$ cat src/hw/fmModDataPkg.sv
`default_nettype none

package fmModDataPkg;

    // Bit 0 set means the shaped variant
    typedef enum logic [1:0] {
        mode2Fsk       = 2'b00,
        modeShaped2Fsk = 2'b01,
        mode4Fsk       = 2'b10,
        modeShaped4Fsk = 2'b11
    } fskMode_e;

    // Level in quarters of full deviation
    typedef logic signed [2:0] modLevel_t;

    // Signed fraction, 2^17 is 1.0
    typedef logic signed [17:0] sample_t;

    typedef logic signed [33:0] cicWide_t;

    // Which bit of a 4FSK dibit comes next
    typedef enum logic {
        phaseFirst,
        phaseSecond
    } symPhase_e;

endpackage

`default_nettype wire

$ cat src/hw/fmModRegPkg.sv
`default_nettype none

package fmModRegPkg;

    // NCO frequency word, used for the carrier and the output
    typedef logic [31:0] freqWord_t;

    typedef logic [17:0] deviation_t;
    typedef logic [15:0] bitrateDiv_t;
    typedef logic [4:0]  cicShift_t;

    // Bus side
    typedef logic [31:0] busData_t;
    typedef logic [11:0] busAddr_t;

    // Register map
    localparam busAddr_t regCarrier   = 12'h000;
    localparam busAddr_t regDeviation = 12'h004;
    // bitrateDiv in 15:0, modClkSel in 16
    localparam busAddr_t regBitrate   = 12'h008;
    localparam busAddr_t regCicShift  = 12'h00C;

    localparam int modClkSelBit = 16;

endpackage

`default_nettype wire

$ cat src/hw/fmModCfgIf.sv
`timescale 1ns/1ps
`default_nettype none

interface fmModCfgIf
    import fmModRegPkg::*;
();

    freqWord_t   carrierFreq;
    deviation_t  deviation;
    bitrateDiv_t bitrateDiv;
    logic        modClkSel;
    cicShift_t   cicShift;

    modport regs (
        output carrierFreq,
        output deviation,
        output bitrateDiv,
        output modClkSel,
        output cicShift
    );

    // Bit clock generation
    modport ctrl (
        input bitrateDiv,
        input modClkSel
    );

    modport interp (
        input cicShift
    );

    modport dev (
        input carrierFreq,
        input deviation
    );

endinterface

`default_nettype wire

$ cat src/hw/fmDeviation.sv
`timescale 1ns/1ps
`default_nettype none

module fmDeviation
    import fmModRegPkg::*;
    import fmModDataPkg::*;
(
    input  wire logic    clk,
    input  wire logic    reset,
    input  wire sample_t devInput,
    fmModCfgIf.dev       cfg,
    output freqWord_t    fmModFreq
);

    logic signed [36:0] product;

    // Deviation is unsigned so it gets a zero sign bit
    always_ff @(posedge clk) begin
        if (reset) begin
            product <= '0;
        end else begin
            product <= devInput * $signed({1'b0, cfg.deviation});
        end
    end

    always_ff @(posedge clk) begin
        fmModFreq <= freqWord_t'(product[34:3]) + cfg.carrierFreq;
    end

endmodule

`default_nettype wire

$ cat src/hw/fmInterpolate.sv
`timescale 1ns/1ps
`default_nettype none

module fmInterpolate
    import fmModDataPkg::*;
#(
    parameter int cicStages = 3
) (
    input  wire logic    clk,
    input  wire logic    reset,
    input  wire logic    sampleEn,
    input  wire sample_t dIn,
    fmModCfgIf.interp    cfg,
    output sample_t      devInput
);

    cicWide_t combDelay [cicStages];
    cicWide_t combIn    [cicStages+1];
    cicWide_t integ     [cicStages];
    cicWide_t integNext [cicStages];
    cicWide_t stuffed;

    // Comb chain at the sample rate
    always_comb begin
        combIn[0] = cicWide_t'(dIn);
        for (int k = 0; k < cicStages; k++) begin
            combIn[k+1] = combIn[k] - combDelay[k];
        end
    end

    // Zero stuffing between samples
    assign stuffed = sampleEn ? combIn[cicStages] : '0;

    always_comb begin
        integNext[0] = integ[0] + stuffed;
        for (int k = 1; k < cicStages; k++) begin
            integNext[k] = integ[k] + integNext[k-1];
        end
    end

    always_ff @(posedge clk) begin
        if (reset) begin
            for (int k = 0; k < cicStages; k++) begin
                combDelay[k] <= '0;
                integ[k] <= '0;
            end
        end else begin
            for (int k = 0; k < cicStages; k++) begin
                if (sampleEn) begin
                    combDelay[k] <= combIn[k];
                end
                integ[k] <= integNext[k];
            end
        end
    end

    // Gain is R^(N-1), removed by the programmable shift
    always_ff @(posedge clk) begin
        devInput <= sample_t'(integ[cicStages-1] >>> cfg.cicShift);
    end

endmodule

`default_nettype wire

$ cat src/hw/fmMod.sv
`timescale 1ns/1ps
`default_nettype none

module fmMod
    import fmModRegPkg::*;
    import fmModDataPkg::*;
#(
    parameter int cicStages = 3,
    parameter int firTaps   = 8
) (
    input  wire logic       clk,
    input  wire logic       reset,
    input  wire logic       cs,
    input  wire logic       wr0,
    input  wire logic       wr1,
    input  wire logic       wr2,
    input  wire logic       wr3,
    input  wire busAddr_t   addr,
    input  wire busData_t   din,
    output busData_t        dout,
    input  wire logic       txSelect,
    input  wire logic       modData,
    input  wire logic       modDataValid,
    input  wire logic       modClkIn,
    input  wire logic [1:0] fskMode,
    output logic            modClkOut,
    output freqWord_t       fmModFreq
);

    fskMode_e  mode;
    logic      shaped;
    logic      sampleStrobe;
    modLevel_t modValue;
    sample_t   shapedSample;
    logic      shapedStrobe;
    sample_t   levelSample;
    sample_t   interpInput;
    logic      interpStrobe;
    sample_t   devInput;

    fmModCfgIf cfg();

    assign mode   = fskMode_e'(fskMode);
    assign shaped = fskMode[0];

    fmModRegs regBlock (
        .clk(clk), .reset(reset), .cs(cs),
        .wr0(wr0), .wr1(wr1), .wr2(wr2), .wr3(wr3),
        .addr(addr), .din(din), .dout(dout),
        .cfg(cfg.regs)
    );

    fmSymbolControl symbolCtrl (
        .clk(clk), .reset(reset), .txSelect(txSelect),
        .modData(modData), .modDataValid(modDataValid),
        .modClkIn(modClkIn), .fskMode(mode), .cfg(cfg.ctrl),
        .modClkOut(modClkOut), .sampleStrobe(sampleStrobe), .modValue(modValue)
    );

    shapingFir #(.firTaps(firTaps)) pulseFir (
        .clk(clk), .reset(reset), .sampleStrobe(sampleStrobe), .modValue(modValue),
        .shapedSample(shapedSample), .shapedStrobe(shapedStrobe)
    );

    // Quarter levels to fraction: level * 2^15
    assign levelSample  = sample_t'(modValue) <<< 15;
    assign interpInput  = shaped ? shapedSample : levelSample;
    assign interpStrobe = shaped ? shapedStrobe : sampleStrobe;

    fmInterpolate #(.cicStages(cicStages)) cicInterp (
        .clk(clk), .reset(reset), .sampleEn(interpStrobe), .dIn(interpInput),
        .cfg(cfg.interp), .devInput(devInput)
    );

    fmDeviation devScale (
        .clk(clk), .reset(reset), .devInput(devInput),
        .cfg(cfg.dev), .fmModFreq(fmModFreq)
    );

endmodule

`default_nettype wire

$ cat src/hw/fmModRegs.sv
`timescale 1ns/1ps
`default_nettype none

module fmModRegs
    import fmModRegPkg::*;
(
    input  wire logic     clk,
    input  wire logic     reset,
    input  wire logic     cs,
    input  wire logic     wr0,
    input  wire logic     wr1,
    input  wire logic     wr2,
    input  wire logic     wr3,
    input  wire busAddr_t addr,
    input  wire busData_t din,
    output busData_t      dout,
    fmModCfgIf.regs       cfg
);

    busData_t   carrierReg;
    busData_t   deviationReg;
    busData_t   bitrateReg;
    busData_t   cicShiftReg;
    logic [3:0] byteWr;

    function automatic busData_t mergeBytes(busData_t oldVal, busData_t newVal,
                                            logic [3:0] strobes);
        busData_t result;
        result = oldVal;
        for (int i = 0; i < 4; i++) begin
            if (strobes[i]) begin
                result[8*i +: 8] = newVal[8*i +: 8];
            end
        end
        return result;
    endfunction

    assign byteWr = {wr3, wr2, wr1, wr0};

    always_ff @(posedge clk) begin
        if (reset) begin
            carrierReg  <= '0;
            deviationReg <= '0;
            bitrateReg  <= '0;
            cicShiftReg <= '0;
        end else if (cs && (byteWr != 4'b0000)) begin
            case (addr)
                regCarrier:   carrierReg   <= mergeBytes(carrierReg, din, byteWr);
                regDeviation: deviationReg <= mergeBytes(deviationReg, din, byteWr);
                regBitrate:   bitrateReg   <= mergeBytes(bitrateReg, din, byteWr);
                regCicShift:  cicShiftReg  <= mergeBytes(cicShiftReg, din, byteWr);
                default: ;
            endcase
        end
    end

    // Readback, one cycle after the access
    always_ff @(posedge clk) begin
        if (cs) begin
            case (addr)
                regCarrier:   dout <= carrierReg;
                regDeviation: dout <= deviationReg;
                regBitrate:   dout <= bitrateReg;
                regCicShift:  dout <= cicShiftReg;
                default:      dout <= '0;
            endcase
        end
    end

    assign cfg.carrierFreq = freqWord_t'(carrierReg);
    assign cfg.deviation   = deviationReg[17:0];
    assign cfg.bitrateDiv  = bitrateReg[15:0];
    assign cfg.modClkSel   = bitrateReg[modClkSelBit];
    assign cfg.cicShift    = cicShiftReg[4:0];

endmodule

`default_nettype wire

$ cat src/hw/fmSymbolControl.sv
`timescale 1ns/1ps
`default_nettype none

module fmSymbolControl
    import fmModRegPkg::*;
    import fmModDataPkg::*;
(
    input  wire logic     clk,
    input  wire logic     reset,
    input  wire logic     txSelect,
    input  wire logic     modData,
    input  wire logic     modDataValid,
    input  wire logic     modClkIn,
    input  wire fskMode_e fskMode,
    fmModCfgIf.ctrl       cfg,
    output logic          modClkOut,
    output logic          sampleStrobe,
    output modLevel_t     modValue
);

    bitrateDiv_t bitrateCount;
    logic [2:0]  clkInSync;
    logic        intToggle;
    logic        extToggle;
    logic        extRise;
    logic        bitToggle;
    logic        bitRise;
    logic        modClk;
    logic        fourLevel;
    modLevel_t   bitLevel;
    symPhase_e   symPhase;
    logic        firstBit;

    function automatic modLevel_t dibitLevel(logic [1:0] dibit);
        case (dibit)
            2'b00:   return modLevel_t'(1);
            2'b01:   return modLevel_t'(3);
            2'b10:   return modLevel_t'(-1);
            default: return modLevel_t'(-3);
        endcase
    endfunction

    // Internal divider, toggles every bitrateDiv+1 cycles
    always_ff @(posedge clk) begin
        if (reset) begin
            bitrateCount <= '0;
            modClkOut <= 1'b0;
        end else if (!txSelect) begin
            bitrateCount <= cfg.bitrateDiv;
        end else if (bitrateCount == '0) begin
            bitrateCount <= cfg.bitrateDiv;
            modClkOut <= ~modClkOut;
        end else begin
            bitrateCount <= bitrateCount - 1'b1;
        end
    end

    // External bit clock is asynchronous
    always_ff @(posedge clk) begin
        if (reset) begin
            clkInSync <= '0;
        end else begin
            clkInSync <= {clkInSync[1:0], modClkIn};
        end
    end

    assign intToggle = txSelect && (bitrateCount == '0);
    assign extToggle = txSelect && (clkInSync[2] != clkInSync[1]);
    assign extRise   = txSelect && clkInSync[1] && !clkInSync[2];

    assign bitToggle = cfg.modClkSel ? extToggle : intToggle;
    assign bitRise   = cfg.modClkSel ? extRise : (intToggle && !modClkOut);
    assign modClk    = cfg.modClkSel ? clkInSync[1] : modClkOut;

    assign fourLevel = fskMode inside {mode4Fsk, modeShaped4Fsk};
    assign bitLevel  = modData ? modLevel_t'(2) : modLevel_t'(-2);

    // Two samples per bit in 2FSK, one per bit in 4FSK
    always_ff @(posedge clk) begin
        if (reset) begin
            sampleStrobe <= 1'b0;
        end else begin
            sampleStrobe <= fourLevel ? bitRise : bitToggle;
        end
    end

    always_ff @(posedge clk) begin
        if (reset || !modDataValid) begin
            modValue <= '0;
            symPhase <= phaseFirst;
        end else if (sampleStrobe) begin
            if (!fourLevel) begin
                // Shaped: zero on the low half of the bit
                if (fskMode == modeShaped2Fsk && !modClk) begin
                    modValue <= '0;
                end else begin
                    modValue <= bitLevel;
                end
            end else begin
                case (symPhase)
                    phaseFirst: begin
                        firstBit <= modData;
                        symPhase <= phaseSecond;
                        if (fskMode == modeShaped4Fsk) begin
                            modValue <= '0;
                        end
                    end
                    phaseSecond: begin
                        modValue <= dibitLevel({firstBit, modData});
                        symPhase <= phaseFirst;
                    end
                    default: symPhase <= phaseFirst;
                endcase
            end
        end
    end

endmodule

`default_nettype wire

$ cat src/hw/shapingFir.sv
`timescale 1ns/1ps
`default_nettype none

module shapingFir
    import fmModDataPkg::*;
#(
    parameter int firTaps = 8
) (
    input  wire logic      clk,
    input  wire logic      reset,
    input  wire logic      sampleStrobe,
    input  wire modLevel_t modValue,
    output sample_t        shapedSample,
    output logic           shapedStrobe
);

    // Triangular taps 1,3,5.. sum to firTaps^2/2
    localparam int coefSum   = firTaps * firTaps / 2;
    localparam int gainShift = $clog2(coefSum);
    localparam int accWidth  = gainShift + 3;
    localparam int outShift  = 15 - gainShift;

    modLevel_t                   history [firTaps-1];
    logic signed [accWidth-1:0]  acc;

    function automatic int coef(int idx);
        int mirror;
        mirror = firTaps - 1 - idx;
        return 2 * ((idx < mirror) ? idx : mirror) + 1;
    endfunction

    // Newest level enters directly so the output costs one cycle
    always_comb begin
        acc = accWidth'(coef(0)) * accWidth'(modValue);
        for (int i = 1; i < firTaps; i++) begin
            acc = acc + accWidth'(coef(i)) * accWidth'(history[i-1]);
        end
    end

    always_ff @(posedge clk) begin
        if (reset) begin
            for (int i = 0; i < firTaps - 1; i++) begin
                history[i] <= '0;
            end
            shapedStrobe <= 1'b0;
        end else begin
            shapedStrobe <= sampleStrobe;
            if (sampleStrobe) begin
                history[0] <= modValue;
                for (int i = 1; i < firTaps - 1; i++) begin
                    history[i] <= history[i-1];
                end
            end
        end
    end

    // Unity DC gain: full level sum maps to level * 2^15
    always_ff @(posedge clk) begin
        if (sampleStrobe) begin
            shapedSample <= sample_t'(acc) <<< outShift;
        end
    end

endmodule

`default_nettype wire

$ cat config.mk
export PLATFORM = sky130hd
export DESIGN_NAME = fmMod
export DESIGN_NICKNAME = d
export VERILOG_FILES = /design/src/hw/fmModDataPkg.sv /design/src/hw/fmModRegPkg.sv /design/src/hw/fmModCfgIf.sv /design/src/hw/fmDeviation.sv /design/src/hw/fmInterpolate.sv /design/src/hw/fmMod.sv /design/src/hw/fmModRegs.sv /design/src/hw/fmSymbolControl.sv /design/src/hw/shapingFir.sv
export SDC_FILE = /design/constraint.sdc
export NUM_CORES = 2
export LEC_CHECK = 0
export BUFFER_PORTS_ARGS = -buffer_cell sky130_fd_sc_hd__buf_4
export CAP_MARGIN = 5
export CORE_ASPECT_RATIO = 0.9
export CORE_MARGIN = 1.5
export CORE_UTILIZATION = 45
export CTS_CLUSTER_SIZE = 25
export DETAILED_ROUTE_END_ITERATION = 8
export GPL_ROUTABILITY_DRIVEN = 0
export GPL_TIMING_DRIVEN = 0
export PLACE_DENSITY = 0.71
export SETUP_SLACK_MARGIN = 0.1
export SLEW_MARGIN = 10
export SYNTH_ARGS = -nofsm -noshare
export SYNTH_HDL_FRONTEND = slang
export SYNTH_HIERARCHICAL = 1
export SYNTH_SLANG_ARGS = --single-unit
$ cat constraint.sdc
create_clock -name clk -period 15.9 [get_ports clk]
set_input_delay 1.59 -clock clk [delete_from_list [all_inputs] [get_ports clk]]
set_output_delay 1.59 -clock clk [all_outputs]
set_load 0.05 [all_outputs]
==> summary.txt <==
Hold Path Stages = 1
#FFs+latches synth = 486
Setup ws final = 4.83 ns
Critical path depth = 49
Post-cts sizing count = 0
Final Cycle Share = 69.6%
Top sig layer = met5
Ys async rst share = 0%
Routed wire length = 108000 um
Final instance area = 47300 sq um
Cell Rows = 107
Minimum clock period = 11.07 ns
Pwr Total = 3.99 mW
Post-synthesis adder-cell area fraction = 25.6%
Share of post-route cells with drive strength above 1 = 8.07%
Sequential element share of the synthesized area = 26.0%
I/O Buffers = 119
Post-Layout Cell Count = 6137
WS Path Type = input pin to flip-flop
Total CTS buffers = 53
CTS Sinks = 486
Mux contribution to synthesized area = 5.75%
TNS Setup = 0 ns
H-tree depth = 2
Slowest-stage cell, CP = nor2_1
Critical Path Source Type = input pin
Fmax = 90.4 MHz
Status = complete, but fails checks
Worst Hold Class = flip-flop to flip-flop
Placeable Area = 94800 sq um
Vias in the first global route = 32500
Pre-antenna DRT Iters = 9
Die Wd = 329 um
# nets final = 5593
Mean post-synth cell area = 9.25 sq um
Peak supply drop = 93.6 uV
Worst path bufs/invs = 3
First-pass GRT wire length = 173000 um
Starting Density = 45.4%
Vias/cell = 5.43
Met1 wire length = 49200 um
Cell area after synthesis = 43100 sq um
Dpl ws = 4.38 ns
Crit path launch = fskMode[0]
WL/cell = 17.7 um
R2R Setup Slk = 5.02 ns
Synth warn = 6
Area Overhead vs Synth = 9.91%
Clock Latency Late Sink = 0.63 ns
Dominant synthesized flop cell = dfxtp_1
Chip height = 296 um
GRT Util Overall = 22.0%
DR WL met2 = 49200 um
Worst setup EP type = flip-flop
Failing checks = design-rule violations
EDFF count, synth = 148
CP most frequent cell = ha_1
Tightest Pin Transition = 1.07 ns
Synth Area in Compound Gates = 12.7%
Largest net degree at the start of global routing = 60
Met3 wire length = 6640 um
IO Count = 122
Rel. slew slack = 27.8%
RSZ-0062 raised after global routing = false
CP endpoint = cicInterp/integ[0][101]
Initial antenna violation count = 1
Fillers = 8810
Die area = 97600 sq um
Slew Viols, Final = 0
Gate count of the mapped netlist = 4655
Synth Area in XOR/XNOR = 4.87%
Vias post-DR = 33300
Crit-path max FO = 10
Netlist cell types = 103
Grt ovf = 0
Largest family of logic cells by synthesized area = adder cells
Setup Viol. Count Final = 0
DP HPWL = 85300 um
Hold buffer count at cts = 0
Routed Antenna Nets = 0
Worst path required time = 16.45 ns
Final Hold Fails = 0
Worst hold slack = 0.442 ns
Crit path DAT = 11.62 ns
Max Root-Sink Buffers = 3
Inserted Diodes = 0
Inst Count DP = 6037
CTS tree = done
Placed cell area = 45600 sq um
Post-Synth Simple-Gate Area = 17.6%
Reg clk slew, reported paths = 0.06 ns
Final core occ = 49.9%
Pwr dens = 84.4 nW/um^2
Worst r2r path cells = 54
CP top delay family = simple AND/OR/NAND/NOR gates
LEAKAGE = 22.2 nW
Crit Reg-Reg Endpoint = cicInterp/integ[0][101]
CP peak stage delay = 0.55 ns
Drc violations = 17
Clock skew = 0.0276 ns
Max-cap viol count = 0
Setup bufs post-CTS = 0
Reg2reg start = cicInterp/combDelay[0][0]
Initial DRC Count = 2448
Root Driver = clkbuf_16
==> layout by cell type, fill, tap and decap left out, types with 9 or more instances in the layout <==
cell	count
inv_1	574
ha_1	391
dfxtp_1	338
nand2_1	315
fa_1	306
and2_1	303
a21oi_1	247
nor2_1	235
nand2b_1	191
buf_4	171
mux2i_1	158
xnor2_1	152
clkbuf_1	149
edfxtp_1	148
o21ai_0	112
nor2b_1	111
a21o_1	100
xor2_1	82
nor3_1	57
clkbuf_16	53
nand3_1	48
mux2_2	44
o21ai_1	40
o21a_1	40
a211oi_1	38
a222oi_1	32
a31oi_1	31
o21bai_1	31
o211ai_1	26
nand4_1	19
o31ai_1	18
and3_1	17
clkinv_2	16
mux4_2	15
nor3b_1	12
a211o_1	11
or3_1	10
conb_1	10
nor4_1	9
==> registers in the layout, summed over array words and instances (netlist names) <==
name / flops
pulseFir/shapedSample: 8
pulseFir/shapedStrobe: 1
regBlock/cfg.carrierFreq: 32
symbolCtrl/bitrateCount: 16
symbolCtrl/modValue: 3
cicInterp/combDelay: 86
symbolCtrl/clkInSync: 3
regBlock/deviationReg: 32
devScale/product: 32
devScale/fmModFreq: 32
regBlock/dout: 32
symbolCtrl/sampleStrobe: 1
symbolCtrl/modClkOut: 1
symbolCtrl/symPhase: 1
pulseFir/history: 21
regBlock/cicShiftReg: 32
symbolCtrl/firstBit: 1
cicInterp/integ: 102
regBlock/bitrateReg: 32
cicInterp/devInput: 18
==> how the worst min path moves through the flow <==
| stage | startpoint | end | slack, ns |
|---|---|---|---|
| global placement | symbolCtrl/clkInSync[0] | symbolCtrl/clkInSync[1] | 0.42 |
| CTS | symbolCtrl/clkInSync[0] | symbolCtrl/clkInSync[1] | 0.45 |
| finish | symbolCtrl/clkInSync[0] | symbolCtrl/clkInSync[1] | 0.44 |
| global route | symbolCtrl/clkInSync[0] | symbolCtrl/clkInSync[1] | 0.46 |
| floorplan | symbolCtrl/clkInSync[0] | symbolCtrl/clkInSync[1] | 0.41 |
| detailed placement | symbolCtrl/clkInSync[0] | symbolCtrl/clkInSync[1] | 0.43 |
==> Yosys cell counts (all sizes together) (8+ instances only) <==
cell    count  share of area, %
a211o      11              0.22
a211oi     41              0.75
a21boi      8              0.14
a21o      101               1.8
a21oi     247               2.9
a221oi      9              0.20
a222oi     32              0.74
a31oi      31              0.45
and2      304               4.4
and3       17              0.25
buf        73               1.2
clkbuf    144               1.3
dfxtp     338                16
edfxtp    148                10
fa        306                14
ha        391                11
inv       574               5.0
mux2       48               1.3
mux2i     158               3.7
mux4       15              0.78
nand2     316               2.8
nand2b    191               2.8
nand3      49              0.60
nand4      31              0.79
nor2      235               2.0
nor2b     112               1.6
nor3       59              0.72
nor3b      12              0.21
nor4       17              0.42
o211ai     26              0.45
o21a       40              0.70
o21ai     152               1.8
o21bai     31              0.54
o31ai      21              0.40
or3        10              0.15
or4         8              0.15
xnor2     152               3.1
xor2       82               1.7
==> area by class of cell <==
type                            count  area (sq um)  share of cell area (%)
Multi-Input combinational cell   3387         28700                    60.6
Sequential cell                   486         11200                    23.7
Inverter                          574          2150                    4.55
Tap cell                         1253          1570                    3.31
Clock buffer                       63          1410                    2.99
Buffer                            217          1060                    2.25
Timing Repair Buffer              120           921                    1.95
Clock inverter                     37           315                   0.666
==> power by group <==
part	switching (mW)	internal, mW
Combinational	0.787	0.565
Sequential	0.0520	1.35
Clock	0.548	0.691
==> kinds of logic after synthesis <==
family                     count (synthesis)
adders and majority gates                697
DFF                                      486
xor gates and xnor gates                 236
and+or+nand+nor                         1395
AOI/OAI and AO/OA                        828
muxes                                    221
buffers and inverters                    791
other                                      1
==> layer usage <==
| metal | GRT usage (%) | up-vias |
|---|---|---|
| met5 | 0 | - |
| met4 | 6.85 | 2 |
| met3 | 2.81 | 194 |
| met2 | 36.0 | 1026 |
| met1 | 30.3 | 16000 |
| li1 | - | 16100 |
Note: power is estimated with default switching activity, not from simulation.
